### config.mk
export PLATFORM = sky130hd
export DESIGN_NAME = dcache_hit
export DESIGN_NICKNAME = d
export VERILOG_FILES = /design/src/logic/dcache_pkg.sv /design/src/logic/dcache_hit.sv
export VERILOG_INCLUDE_DIRS = /design/src /design/src/logic
export SDC_FILE = /design/constraint.sdc
export NUM_CORES = 1
export LEC_CHECK = 0
export BUFFER_PORTS_ARGS = -buffer_cell sky130_fd_sc_hd__buf_4
export CORE_AREA = 2 2 169 171
export CTS_BUF_LIST = sky130_fd_sc_hd__clkbuf_16
export DETAILED_ROUTE_END_ITERATION = 10
export DIE_AREA = 0 0 171 173
export PLACE_DENSITY = 0.46
export SYNTH_ARGS = -nofsm -noshare
export SYNTH_HDL_FRONTEND = slang
export SYNTH_SLANG_ARGS = --single-unit
### constraint.sdc
create_clock -name clk_i -period 2.75 [get_ports clk_i]
set_input_delay 0.1375 -clock clk_i [delete_from_list [all_inputs] [get_ports clk_i]]
set_output_delay 0.1375 -clock clk_i [all_outputs]
set_load 0.005 [all_outputs]
### src/logic/dcache_consts.svh
// Data cache geometry constants
//   Word width, words per line (also burst length)
//   Set and way counts, replacement LFSR width
//   Derived address-field and line widths
`ifndef DCACHE_CONSTS_SVH
`define DCACHE_CONSTS_SVH

// --------------------------------------
// Base geometry
// --------------------------------------
`define DC_XLEN       32   // Data and address width
`define DC_WORDS      4    // Words per line, burst length
`define DC_SETS       16   // Number of sets
`define DC_WAYS       2    // Associativity
`define DC_LFSR_BITS  7    // Victim LFSR width

// --------------------------------------
// Derived widths
// --------------------------------------
`define DC_BYTE_BITS  2                                  // Byte in word
`define DC_OFFS_BITS  $clog2(`DC_WORDS)                  // Word in line
`define DC_IDX_BITS   $clog2(`DC_SETS)                   // Set index
`define DC_TAG_BITS   (`DC_XLEN - `DC_BYTE_BITS - `DC_OFFS_BITS - `DC_IDX_BITS)
`define DC_LINE_BITS  (`DC_XLEN * `DC_WORDS)             // Whole line
`define DC_WAY_BITS   $clog2(`DC_WAYS)                   // Way number

`endif
### src/logic/dcache_pkg.sv
// Data cache shared types
//   Address-field, line and way vectors
//   Bus command encoding
//   Front-end and bus-controller FSM states
`default_nettype none

`include "dcache_consts.svh"

package dcache_pkg;

  typedef logic [`DC_XLEN     -1:0] word_t;  // Data or address word
  typedef logic [`DC_TAG_BITS -1:0] tag_t;   // Address tag
  typedef logic [`DC_IDX_BITS -1:0] idx_t;   // Set index
  typedef logic [`DC_OFFS_BITS-1:0] offs_t;  // Word within line
  typedef logic [`DC_LINE_BITS-1:0] line_t;  // One cache line
  typedef logic [`DC_WAYS     -1:0] ways_t;  // One-hot way vector

  // Commands from front end to bus controller
  typedef enum logic [1:0] {
    BIUCMD_NONE,
    BIUCMD_READ_SINGLE,   // Non-cacheable read
    BIUCMD_READ_BURST,    // Line fill
    BIUCMD_WRITE_SINGLE   // Write-through
  } biucmd_t;

  typedef enum logic [2:0] {
    HIT_IDLE,
    HIT_LOOKUP,   // Tags compared this cycle
    HIT_BUSWAIT,  // Bus transfer running
    HIT_ACK,      // Waiting for req to drop
    HIT_FLUSH     // Invalidate sweep and flush handshake
  } hit_state_t;

  typedef enum logic [1:0] {
    BIU_IDLE,
    BIU_STROBE,   // Strobe held until accepted
    BIU_BEATS,    // Counting data beats
    BIU_DONE      // Command ack cycle
  } biu_state_t;

endpackage

`default_nettype wire

### src/logic/dcache_hit.sv
// Front-end FSM
//   Classifies read hit, read miss, non-cacheable read and write
//   Word select from cache line or bus result
//   Bus command level, fill and write-hit strobes
//   CPU and flush four-phase handshakes
`timescale 1ns/1ps
`default_nettype none

`include "dcache_consts.svh"

module dcache_hit (
  input  wire logic                clk_i,
  input  wire logic                rst_ni,

  input  wire logic                req_i,
  input  wire dcache_pkg::word_t   adr_i,
  input  wire logic                we_i,
  input  wire dcache_pkg::word_t   d_i,
  input  wire logic                cacheable_i,

  input  wire logic                hit_i,
  input  wire dcache_pkg::ways_t   ways_hit_i,
  input  wire dcache_pkg::line_t   cache_line_i,
  input  wire logic                flush_done_i,

  input  wire logic                biucmd_ack_i,
  input  wire dcache_pkg::line_t   biu_line_i,
  input  wire dcache_pkg::word_t   biu_word_i,

  input  wire logic                mem_req_i,
  input  wire logic                cache_flush_i,

  output logic                     mem_ack_o,
  output dcache_pkg::word_t        mem_q_o,
  output logic                     cache_flush_rdy_o,

  output logic                     busy_o,
  output dcache_pkg::biucmd_t      biucmd_o,

  output logic                     fill_we_o,
  output logic                     wr_we_o,
  output dcache_pkg::offs_t        wr_offs_o,
  output dcache_pkg::word_t        wr_data_o,
  output dcache_pkg::ways_t        wr_ways_o,
  output logic                     flush_start_o
);

  dcache_pkg::hit_state_t state;
  dcache_pkg::offs_t      offs;
  logic                   bus_done;

  assign offs     = adr_i[`DC_BYTE_BITS +: `DC_OFFS_BITS];
  assign bus_done = (state == dcache_pkg::HIT_BUSWAIT) & biucmd_ack_i;

  assign busy_o        = (state != dcache_pkg::HIT_IDLE) | req_i;  // Blocks new capture
  assign flush_start_o = (state == dcache_pkg::HIT_IDLE) & cache_flush_i & ~mem_req_i & ~req_i;

  // Memory strobes
  assign fill_we_o = bus_done & (biucmd_o == dcache_pkg::BIUCMD_READ_BURST);
  assign wr_we_o   = (state == dcache_pkg::HIT_LOOKUP) & we_i & cacheable_i & hit_i;
  assign wr_offs_o = offs;
  assign wr_data_o = d_i;
  assign wr_ways_o = ways_hit_i;

  // --------------------------------------
  // FSM
  // --------------------------------------
  always_ff @(posedge clk_i or negedge rst_ni) begin
    if (!rst_ni) begin
      state             <= dcache_pkg::HIT_IDLE;
      mem_ack_o         <= 1'b0;
      cache_flush_rdy_o <= 1'b0;
      biucmd_o          <= dcache_pkg::BIUCMD_NONE;
    end else begin
      case (state)
        dcache_pkg::HIT_IDLE: begin
          if (req_i)              state <= dcache_pkg::HIT_LOOKUP;
          else if (flush_start_o) state <= dcache_pkg::HIT_FLUSH;
        end

        dcache_pkg::HIT_LOOKUP: begin
          if (we_i) begin                               // Always write through
            biucmd_o <= dcache_pkg::BIUCMD_WRITE_SINGLE;
            state    <= dcache_pkg::HIT_BUSWAIT;
          end else if (!cacheable_i) begin
            biucmd_o <= dcache_pkg::BIUCMD_READ_SINGLE;
            state    <= dcache_pkg::HIT_BUSWAIT;
          end else if (!hit_i) begin                    // Read miss, fetch line
            biucmd_o <= dcache_pkg::BIUCMD_READ_BURST;
            state    <= dcache_pkg::HIT_BUSWAIT;
          end else begin                                // Read hit
            mem_ack_o <= 1'b1;
            state     <= dcache_pkg::HIT_ACK;
          end
        end

        dcache_pkg::HIT_BUSWAIT: begin
          if (biucmd_ack_i) begin
            biucmd_o  <= dcache_pkg::BIUCMD_NONE;
            mem_ack_o <= 1'b1;
            state     <= dcache_pkg::HIT_ACK;
          end
        end

        dcache_pkg::HIT_ACK: begin
          if (!mem_req_i) begin                         // Drop ack one cycle after req
            mem_ack_o <= 1'b0;
            state     <= dcache_pkg::HIT_IDLE;
          end
        end

        dcache_pkg::HIT_FLUSH: begin
          if (flush_done_i) cache_flush_rdy_o <= 1'b1;
          if (cache_flush_rdy_o && !cache_flush_i) begin
            cache_flush_rdy_o <= 1'b0;
            state             <= dcache_pkg::HIT_IDLE;
          end
        end

        default: state <= dcache_pkg::HIT_IDLE;
      endcase
    end
  end

  // Read data, valid while ack is high
  always_ff @(posedge clk_i) begin
    if (state == dcache_pkg::HIT_LOOKUP) begin
      mem_q_o <= cache_line_i[offs*`DC_XLEN +: `DC_XLEN];
    end else if (bus_done) begin
      if (biucmd_o == dcache_pkg::BIUCMD_READ_BURST) mem_q_o <= biu_line_i[offs*`DC_XLEN +: `DC_XLEN];
      else                                           mem_q_o <= biu_word_i;
    end
  end

endmodule

`default_nettype wire

After elaboration in Yosys (flattened, before gate mapping)
Cells that the tools add are included.

Input port bits: 364. Register bits: 39.

Bitwise logic cells: 11. Multiplexer cells: 25. Reduce and logical (&&, ||, !) cells: 12. Equality and inequality tests: 13. Shift operators: 2.

Operator list (count): variable part select 128 x 8 -> 32 bit (2); two-way mux 32 bit (3); two-way mux 3 bit (5); one-hot mux 3 bit (5 select lines) (1); inequality test 2 bit (second input constant) (6); two-way mux 1 bit (10); bitwise AND 1 bit (8); two-way mux 2 bit (4); equality test 3 x 2 -> 1 bit (second input constant) (2); AND reduction 6 bit (1); nonzero test 2 bit (3); nonzero test 3 bit (2); inequality test 4 bit (second input constant) (1); one-hot mux 2 bit (2 select lines) (1); AND reduction 4 bit (1); equality test 3 x 1 -> 1 bit (second input constant) (1); equality test 3 bit (second input constant) (1); logical NOT 3 bit (1); inequality test 3 bit (second input constant) (1); one-hot mux 1 bit (3 select lines) (1); AND reduction 3 bit (1); equality test 2 bit (second input constant) (1); NOT 1 bit (2); AND reduction 2 bit (1); other kinds (3) (3).

Logic depth before layout (Yosys ltp)
Gate-level depths: netlist (run 1).

Depth in word-level cells: 7. Depth in mapped cells: 6.

Worst setup path before layout (run 1)
Ideal clock, no wire load.

Path kind: register to register. Start: register state[1]. End: register biucmd_o[0]. Path buffers: 1. Cell stages (with the launch flop): 6. Setup slack: 363 ps. Arrival time: 2259 ps. Period minus slack after synthesis: 2387 ps. Data required time: 2622 ps. Cells stage by stage: dfrtp_1 buf_4 nand2b_1 a21oi_2 nand2_1 mux2_1.

Cells in the longest elaborated chain, start to end: 3. Elaborated cells on any way between the ends: 7.

RTL lines: start: declaration (line dcache_hit.sv:48) `dcache_pkg::hit_state_t state;`; start signal: assignment (line dcache_hit.sv:70) `state <= dcache_pkg::HIT_IDLE;`; start signal: assignment (line dcache_hit.sv:77) `if (req_i) state <= dcache_pkg::HIT_LOOKUP;`; start signal: assignment (line dcache_hit.sv:78) `else if (flush_start_o) state <= dcache_pkg::HIT_FLUSH;`; equality test 3 x 1 -> 1 bit or equality test 3 x 2 -> 1 bit (tied branches) (line dcache_hit.sv:75) `case (state)`; inequality test 4 bit (no line), or another cell as far along; AND reduction 3 bit (no line); end signal: assignment (line dcache_hit.sv:73) `biucmd_o <= dcache_pkg::BIUCMD_NONE;`; end signal: assignment (line dcache_hit.sv:83) `biucmd_o <= dcache_pkg::BIUCMD_WRITE_SINGLE;`; end signal: assignment (line dcache_hit.sv:86) `biucmd_o <= dcache_pkg::BIUCMD_READ_SINGLE;`; end: declaration (line dcache_hit.sv:38) `output dcache_pkg::biucmd_t biucmd_o,`.

Parallel ways exist; a longest one is shown, timed or not. A chain may end at the register's enable or synchronous reset.

Worst setup path after layout (run 1)
Start: register state[0]. End: register biucmd_o[0].

Same word-level chain as after synthesis.

==> flow_metrics.py, run 1 <==
metrics = {
    "synthesis": {
        "yosys_warnings": 0,
        "muxShareOfSynthArea": 0.377,
        "yosysTopAreaCell": "mux4_2",
        "yosys.area_share.simple": 0.132,
        "synth_flop_cell": "edfxtp_1",
        "synth-adder-area-share": 0,
        "syn_area_um2": 3950,
        "yosysTopAreaCellShare": 0.365,
        "synth_edf_count": 32,
        "synth_compound_area_frac": 0.0710,
        "syn_nets": 709,
        "synthArstFlopShare": 0.179,
        "ys_ff_latch": 39,
        "avgSynthCellArea_um2": 11.4,
        "synthMostInstantiatedCell": "nand2_1",
        "synth_xor_area_frac": 0,
        "synth_cells": 345,
        "synth_cell_types": 35,
        "synthTopCellsByCount": "67 x nand2_1, 64 x mux4_2, 39 x nor2_1",
        "synthTopCellsByArea": "mux4_2 37%, edfxtp_1 24%, buf_4 7.2%, nand2_1 6.4%, a31oi_1 5.6%",
        "synth_top_family_by_area": "multiplexers",
        "seq_area_frac_synth": 0.288,
    },
    "worst_setup_path": {
        "cp_top_family": "simple AND/OR/NAND/NOR gates",
        "cp-startpoint": "state[0]",
        "path_cells": "or3b_4 > nand2b_4 > nand2_1 > mux2_1",
        "slowest_stage": "or3b_4",
        "r2r_start": "state[0]",
        "crit_path_start_kind": "register",
        "cp-end-kind": "register",
        "max_stage_delay_ns": 0.69,
        "worst_ep_required_time_ns": 2.93,
        "crit_type": "reg -> reg",
        "cp_max_fo": 46,
        "path_buf_inv": 0,
        "cp.arrival_ns": 2.26,
    },
    "layout": {
        "finalCoreUtilization": 0.245,
        "multi_input_area_um2": 2310,
        "register_area_um2": 1140,
        "final_cells": 1017,
        "final_nets": 1002,
        "diodes": 0,
        "drive_above_1_share": 0.674,
        "area_growth_pct": 71.9,
        "fillers": 3049,
    },
    "sta": {
        "maxSlewHeadroom": 0.435,
        "setup_viol": 0,
        "slew_violations": 0,
        "hold_viol_final": 0,
        "rsz0062_at_grt": "no",
        "fmax_mhz": 481,
        "hold_ws_ns": 0.0977,
        "tightest_slew_ns": 0.848,
        "setup_tns_ns": 0,
        "min_period_ns": 2.08,
        "skew_ns": 0.00931,
        "period_share": 0.756,
    },
    "placement": {
        "numPortBuffers": 341,
        "gp_congestion": 0.761,
        "place_inst": 1008,
        "dp_hpwl_um": 14400,
    },
    "worst_hold_path": {
        "min_from": "cache_flush_i",
        "min_path_type": "in -> reg",
    },
    "clocking": {
        "numClockSinks": 39,
        "cts.path.max_buffers": 2,
        "cts_root_buf": "clkbuf_16",
        "cts_tree": "done",
        "htreeDepth": 2,
        "clk_latency_ns": 0.30,
        "path_clk_slew_ns": 0.07,
        "numCtsBuffers": 5,
    },
    "grt": {
        "grt_pass1_vias": 4355,
        "grt_overflow": 0,
        "track_usage": 0.115,
        "grt_max_degree": 47,
        "antenna_found_initial": 0,
        "grt_pass1_wl_um": 25700,
    },
    "route": {
        "drt_iter0_drc": 156,
        "drc": 0,
        "num_vias": 4012,
        "firstDrtPassIters": 4,
        "wl_per_cell_um": 17.1,
        "via_per_inst": 3.94,
        "routed_wl_um": 17400,
        "antenna_left": 0,
    },
    "run": {
        "maxCapViolCount": 0,
    },
    "floorplanning": {
        "die_h_um": 173,
        "ioPinCount": 440,
        "die_w_um": 171,
        "rows": 61,
        "start_util": 0.143,
        "dieArea_um2": 29600,
        "core_area_um2": 27600,
    },
    "power_and_ir_drop": {
        "power_density_nw_per_um2": 624,
        "p_leak_nw": 2.96,
        "ir_worst_vdd_mv": 0.211,
    },
    "outcome": {
        "outcome": "complete, no violations",
    },
}
-- cell type report --
type	instances	share of cell area
timing repair buffer	353	0.399
clock buffer	5	0.0185
multi-input combinational	235	0.340
tap	378	0.0698
sequential	39	0.168
clock inverter	3	0.00314
inverter	4	0.00221
-- cell families after synthesis --
logic type / after synthesis
AND/OR/NAND/NOR: 123
buffers and inverters: 71
multiplexers: 68
AO/OA/AOI/OAI: 44
flip-flops: 39
-- flip-flops by register name, summed over array words and instances (netlist names) --
signal and flops:
cache_flush_rdy_o 1, biucmd_o 2, state 3, mem_ack_o 1
mem_q_o 32
-- final timing paths --
check                                         end  slack, ns  depth (start not counted)
min in group asynchronous       cache_flush_rdy_o       0.20                          2
worst min register to register  cache_flush_rdy_o       0.53                          1
worst min-delay path            cache_flush_rdy_o        0.1                          3
max in group asynchronous             biucmd_o[1]       2.42                          2
worst max-delay path                  biucmd_o[0]       0.67                          4
worst max register to register        biucmd_o[0]       0.67                          4
-- what timing repair did --
item,4_1_cts,5_1_grt
hold buffers,1,0
gates resized for setup,0,0
endpoints found under the hold margin,7,0
setup buffers,0,0
-- worst register-to-register path: cells and delay by family (launching register included) --
| kind | cells | cell delay [ns] |
|---|---|---|
| flops | 1 | 0.59 |
| mux | 1 | 0.34 |
| simple gates | 3 | 1.04 |
-- cells in the final DEF, fill, tap and decap left out, types with 2 or more instances in the layout --
cell       synthesis  routed
buf_4             38     348
nand2_1           67      67
mux4_2            64      64
nor2_1            39      39
a31oi_1           35      35
edfxtp_1          32      32
dfrtp_1            7       7
nand2b_1           6       5
clkbuf_16          0       5
inv_1              4       4
buf_12             0       4
a21oi_1            3       3
nor3b_1            2       2
mux2_1             2       2
inv_4              0       2
-- where the power goes --
part           switching, mW  internal (mW)  total (mW)
logic                   1.13           1.18        2.31
clock network          0.301          0.342       0.644
registers              0.164           1.12        1.28
total                   1.59           2.64        4.23
-- layer usage --
layer	GRT usage	share of wire	up-vias
li1	-	-	1877
met2	0.204	0.51	161
met5	0	0	-
met4	0.0328	0.018	0
met3	0.0243	0.068	26
met1	0.139	0.40	1948
-- metrics by stage --
| step | total power [mW] | worst slack, ns | area [µm²] |
|---|---|---|---|
| global placement | 3.66 | 0.703 | 6620 |
| finish | 4.23 | 0.672 | 6780 |
| global route | 4.58 | 0.536 | 6780 |
| floorplan | 2.49 | 0.363 | 3950 |
| detailed placement | 3.67 | 0.675 | 6620 |
| CTS | 4.35 | 0.662 | 6780 |
Note: power is estimated with default switching activity, not from simulation.
==> run 2, diff against run 1 <==
- ABC_AREA: default -> 1
- CORE_AREA: 2 2 169 171 -> 2 2 170 172
- DIE_AREA: 0 0 171 173 -> 0 0 172 174
- PLACE_DENSITY: 0.46 -> 0.5
- clock period: 2.75 -> 1.7 ns (I/O delays scaled with it)
==> flow_metrics.py, run 2 <==
metrics = {
    "sta": {
        "fmax_mhz": 630,
        "fin_ws_ns": 0.113,
        "rsz0062_at_grt": "no",
        "tightest_slew_ns": 0.447,
        "setup_viol": 0,
        "setup_tns_ns": 0,
        "slew_violations": 0,
        "hold_viol_final": 0,
        "skew_ns": 0.00427,
        "min_period_ns": 1.59,
        "maxSlewHeadroom": 0.702,
        "period_share": 0.933,
    },
    "synthesis": {
        "synthTopCellsByCount": "164 x nor2_1, 146 x nand2_1, 99 x o21ai_0",
        "seq_area_frac_synth": 0.244,
        "synthMostInstantiatedCell": "nor2_1",
        "yosys_warnings": 0,
        "synth_cells": 764,
        "synth_cell_types": 29,
        "avgSynthCellArea_um2": 6.09,
        "ys_ff_latch": 39,
        "synthTopCellsByArea": "edfxtp_1 21%, nor2_1 13%, nand2_1 12%, o21ai_0 11%, buf_4 6.8%",
        "syn_nets": 1128,
        "syn_area_um2": 4650,
        "synthArstFlopShare": 0.179,
        "yosysTopAreaCellShare": 0.207,
        "yosysTopAreaCell": "edfxtp_1",
        "synth_edf_count": 32,
        "synth_flop_cell": "edfxtp_1",
    },
    "worst_setup_path": {
        "worst_ep_required_time_ns": 1.62,
        "cp_max_fo": 35,
        "slowest_stage": "dfrtp_1",
        "crit_path_start_kind": "register",
        "path_cells": "inv_2 > nand2_4 > nor2_8 > inv_8 > nor3_2 > buf_4",
        "path_buf_inv": 3,
        "max_stage_delay_ns": 0.45,
        "crit_type": "reg -> out",
        "r2r_slack_ns": 0.14,
        "cp.arrival_ns": 1.50,
        "cp_top_family": "flip-flops",
        "cp-end-kind": "output port",
    },
    "layout": {
        "area_growth_pct": 62.5,
        "diodes": 0,
        "drive_above_1_share": 0.418,
        "reg.largest.list": "mem_q_o: 32 flops, state: 3 flops, biucmd_o: 2 flops",
        "final_common_cell": "buf_4",
        "fillers": 3225,
        "largest-register": "mem_q_o",
        "largest_register_ffs": 32,
        "mostFrequentLayoutCells": "346 x buf_4, 164 x nor2_1, 146 x nand2_1, 99 x o21ai_0, 45 x inv_1",
        "final_cells": 1427,
        "final_nets": 1406,
    },
    "placement": {
        "gp_congestion": 0.819,
        "place_inst": 1417,
        "numPortBuffers": 341,
        "pre_cts_ws_ns": 0.137,
        "dp_hpwl_um": 16600,
    },
    "grt": {
        "grt_overflow": 0,
        "antenna_found_initial": 0,
        "grt_pass1_vias": 5686,
        "grt_pass1_wl_um": 31000,
        "track_usage": 0.133,
        "grt_max_degree": 73,
    },
    "floorplanning": {
        "rows": 62,
        "dieArea_um2": 29900,
        "die_h_um": 174,
        "start_util": 0.165,
        "ioPinCount": 440,
        "core_area_um2": 28200,
        "die_w_um": 172,
    },
    "route": {
        "routed_wl_um": 20800,
        "via_per_inst": 4.05,
        "antenna_left": 0,
        "wl_per_cell_um": 14.5,
        "num_vias": 5785,
        "drc": 0,
        "drt_iter0_drc": 197,
        "firstDrtPassIters": 4,
    },
    "clocking": {
        "cts_tree": "done",
        "clk_latency_ns": 0.29,
        "htreeDepth": 2,
        "numCtsBuffers": 5,
        "numClockSinks": 39,
        "cts.path.max_buffers": 2,
        "path_clk_slew_ns": 0.06,
        "cts_root_buf": "clkbuf_16",
    },
    "power_and_ir_drop": {
        "power_density_nw_per_um2": 983,
        "ir_worst_vdd_mv": 0.544,
        "p_leak_nw": 3.69,
        "total_power_mw": 7.43,
    },
    "worst_hold_path": {
        "min_path_type": "in -> reg",
    },
    "outcome": {
        "outcome": "complete, no violations",
    },
    "run": {
        "maxCapViolCount": 0,
    },
}
## run 2: cell types whose count changed after synthesis, sizes merged, moves of 12 or more
| cell | delta |
|---|---|
| inv | +75 |
| o22ai | +34 |
| nor2 | +128 |
| nand2 | +82 |
| o21ai | +162 |
| clkbuf | +12 |
| mux4 | -64 |
| nand3 | +35 |
| a31oi | -35 |
## run 2: routing by layer
layer / global-route usage / wire length, µm
met5: 0 / 0
met4: 0.0410 / 525
met3: 0.0239 / 1480
met2: 0.244 / 10500
met1: 0.156 / 8270
## run 2: layout make-up
| type | instances | area, µm² | area share |
|---|---|---|---|
| clock inverter | 2 | 8.76 | 0.00116 |
| clock buffer | 6 | 150 | 0.0199 |
| sequential | 39 | 1140 | 0.151 |
| timing repair buffer | 360 | 2860 | 0.378 |
| inverter | 79 | 305 | 0.0404 |
| multi-input combinational | 557 | 2620 | 0.346 |
| tap | 384 | 480 | 0.0636 |
## run 2: metrics by stage
stage               cell area (µm²)  utilization  hold slack [ns]
floorplan                      4650            -           -0.211
global placement               7370        0.261          -0.0935
detailed placement             7370        0.261          -0.0941
CTS                            7550        0.267           0.0242
global route                   7560        0.268           0.0495
finish                         7560        0.268           0.0421
## run 2: what timing repair did
| item | in CTS | in global routing |
|---|---|---|
| gates resized for setup | 0 | 1 |
| hold buffers | 2 | 0 |
| setup endpoints to repair | 0 | 1 |
| buffers inserted | 0 | 0 |
| hold endpoints to repair | 8 | 0 |
## run 2: path summary, 6_finish.rpt
check	from	to	depth (start not counted)
worst max register to register	state[2]	mem_q_o[21]	6
worst max-delay path	state[2]	wr_we_o	6
worst min-delay path	cache_flush_i	cache_flush_rdy_o	3
max in group asynchronous	rst_ni	state[1]	2
min in group asynchronous	rst_ni	state[2]	2
worst min register to register	mem_ack_o	mem_ack_o	2
## run 2: logic make-up (layout without fill, tap and decap cells)
family,Yosys count,in the layout,synth area share
buf+inv,168,447,0.195
flops,39,39,0.244
compound gates,200,200,0.251
simple gates,357,357,0.310
## run 2: power breakdown
part           internal, mW  leakage [nW]  switching, mW
Clock                 0.627        0.0794          0.433
Combinational          2.04          3.22           2.34
Sequential             1.76         0.388          0.225
Total                  4.43          3.69           3.00
## run 2: tightest hold or removal path, stage by stage
cell,delay (ns)
buf_4,0.09
o21ai_0,0.08
nand2_1,0.05
==> run 3, diff against run 2 <==
==> constraint.sdc (replaced) <==
create_clock -name clk_i -period 1.7 [get_ports clk_i]
set_input_delay 0.17 -clock clk_i [delete_from_list [all_inputs] [get_ports clk_i]]
set_output_delay 0.17 -clock clk_i [all_outputs]
set_load 0.005 [all_outputs]
==> flow_metrics.py, run 3 (synthesis results as in run 2) <==
metrics = {
    "outcome": {
        "outcome": "complete, no violations",
    },
    "power_and_ir_drop": {
        "power_density_nw_per_um2": 995,
        "p_leak_nw": 3.69,
        "ir_worst_vdd_mv": 0.663,
    },
    "floorplanning": {
        "dieArea_um2": 29900,
        "start_util": 0.165,
        "ioPinCount": 440,
        "die_h_um": 174,
        "core_area_um2": 28200,
        "die_w_um": 172,
        "rows": 62,
    },
    "placement": {
        "numPortBuffers": 341,
        "dp_hpwl_um": 16300,
        "place_inst": 1415,
        "gp_congestion": 0.819,
        "pre_cts_ws_ns": 0.156,
    },
    "clocking": {
        "cts_tree": "done",
        "numClockSinks": 39,
        "cts.path.max_buffers": 2,
        "htreeDepth": 2,
        "numCtsBuffers": 5,
        "cts_root_buf": "clkbuf_16",
        "clk_latency_ns": 0.29,
        "path_clk_slew_ns": 0.06,
    },
    "layout": {
        "area_growth_pct": 62.6,
        "register_area_um2": 1140,
        "finalCoreUtilization": 0.268,
        "drive_above_1_share": 0.420,
        "fillers": 3294,
        "diodes": 0,
        "final_nets": 1410,
        "multi_input_area_um2": 2610,
        "final_cells": 1431,
        "mostFrequentLayoutCells": "352 x buf_4, 164 x nor2_1, 146 x nand2_1, 99 x o21ai_0, 46 x inv_1",
        "reg.largest.list": "mem_q_o: 32 flops, state: 3 flops, biucmd_o: 2 flops",
        "largest_register_ffs": 32,
        "final_common_cell": "buf_4",
        "largest-register": "mem_q_o",
    },
    "sta": {
        "skew_ns": 0.00728,
        "fin_ws_ns": 0.0701,
        "period_share": 0.959,
        "tightest_slew_ns": 0.372,
        "hold_ws_ns": 0.0873,
        "maxSlewHeadroom": 0.749,
        "slew_violations": 0,
        "fmax_mhz": 614,
        "min_period_ns": 1.63,
        "setup_viol": 0,
        "setup_tns_ns": 0,
        "rsz0062_at_grt": "no",
        "hold_viol_final": 0,
    },
    "worst_setup_path": {
        "worst_ep_required_time_ns": 1.53,
        "cp.arrival_ns": 1.46,
        "r2r_slack_ns": 0.07,
        "crit_path_start_kind": "register",
        "cp_max_fo": 5,
        "crit_type": "reg -> out",
        "cp-end-kind": "output port",
    },
    "grt": {
        "grt_use_met1": 0.155,
        "grt_pass1_wl_um": 30800,
        "grt-busiest-layer": "met2",
        "grt_max_degree": 90,
        "met2_usage": 0.240,
        "track_usage": 0.132,
        "antenna_found_initial": 1,
        "grt_pass1_vias": 5688,
        "use_met3": 0.0230,
        "grt_overflow": 0,
    },
    "route": {
        "drt_iter0_drc": 219,
        "drc": 0,
        "num_vias": 5774,
        "routed_wl_um": 21400,
        "firstDrtPassIters": 4,
        "wl_per_cell_um": 15.0,
        "via_per_inst": 4.03,
        "antenna_left": 0,
    },
    "worst_hold_path": {
        "min_path_type": "in -> reg",
    },
    "run": {
        "maxCapViolCount": 0,
    },
}
[run 3: changes by cell type in the layout (fill, tap and decap cells not counted), sizes merged]
cell and delta:
clkbuf -1, clkinv +1, inv +1, dlygate4sd3 -1, buf +4
[run 3: path summary, 6_finish.rpt]
| check | startpoint | endpoint | depth (start not counted) |
|---|---|---|---|
| max | state[2] | wr_we_o | 6 |
| min | flush_done_i | cache_flush_rdy_o | 3 |
| max reg2reg | state[2] | mem_q_o[21] | 7 |
| min reg2reg | mem_ack_o | mem_ack_o | 2 |
| max in group asynchronous | rst_ni | state[1] | 2 |
| min in group asynchronous | rst_ni | state[0] | 2 |
[run 3: repair_timing]
action | in CTS | in global routing
setup buffers | 0 | 6
resized for setup | 0 | 4
hold endpoints to repair | 7 | 0
endpoints found under the setup margin | 0 | 3
hold buffers | 1 | 0
[run 3: stage by stage]
step | power [mW] | instance area [µm²]
detailed placement | 6.49 | 7330
floorplan | 4.43 | 4650
CTS | 7.51 | 7480
global route | 8.16 | 7560
finish | 7.52 | 7560
global placement | 6.43 | 7330
[run 3: layout make-up]
| type | count | area share |
|---|---|---|
| sequential | 39 | 0.151 |
| inverter | 79 | 0.0432 |
| timing repair buffer | 363 | 0.377 |
| clock buffer | 5 | 0.0166 |
| multi-input combinational | 557 | 0.345 |
| clock inverter | 3 | 0.00166 |
| timing repair inverter | 1 | 0.00149 |
| tap | 384 | 0.0636 |
[run 3: critical path, cell delays in order (launching register included)]
cell	delay (ns)
dfrtp_2	0.45
inv_4	0.09
nand2_4	0.07
nor2_8	0.21
clkinv_16	0.07
nor3_1	0.13
buf_4	0.14
[run 3: metal layers]
layer / vias up / part of all wire
met3: 46 / 0.059
met1: 2517 / 0.42
li1: 3007 / -
met4: 0 / 0.026
met5: - / 0
met2: 204 / 0.50
[run 3: where the power goes]
part           switching [mW]  internal, mW  total (mW)
clock                   0.425         0.533       0.957
combinational            2.47          2.12        4.59
sequential              0.214          1.76        1.97
total                    3.11          4.41        7.52
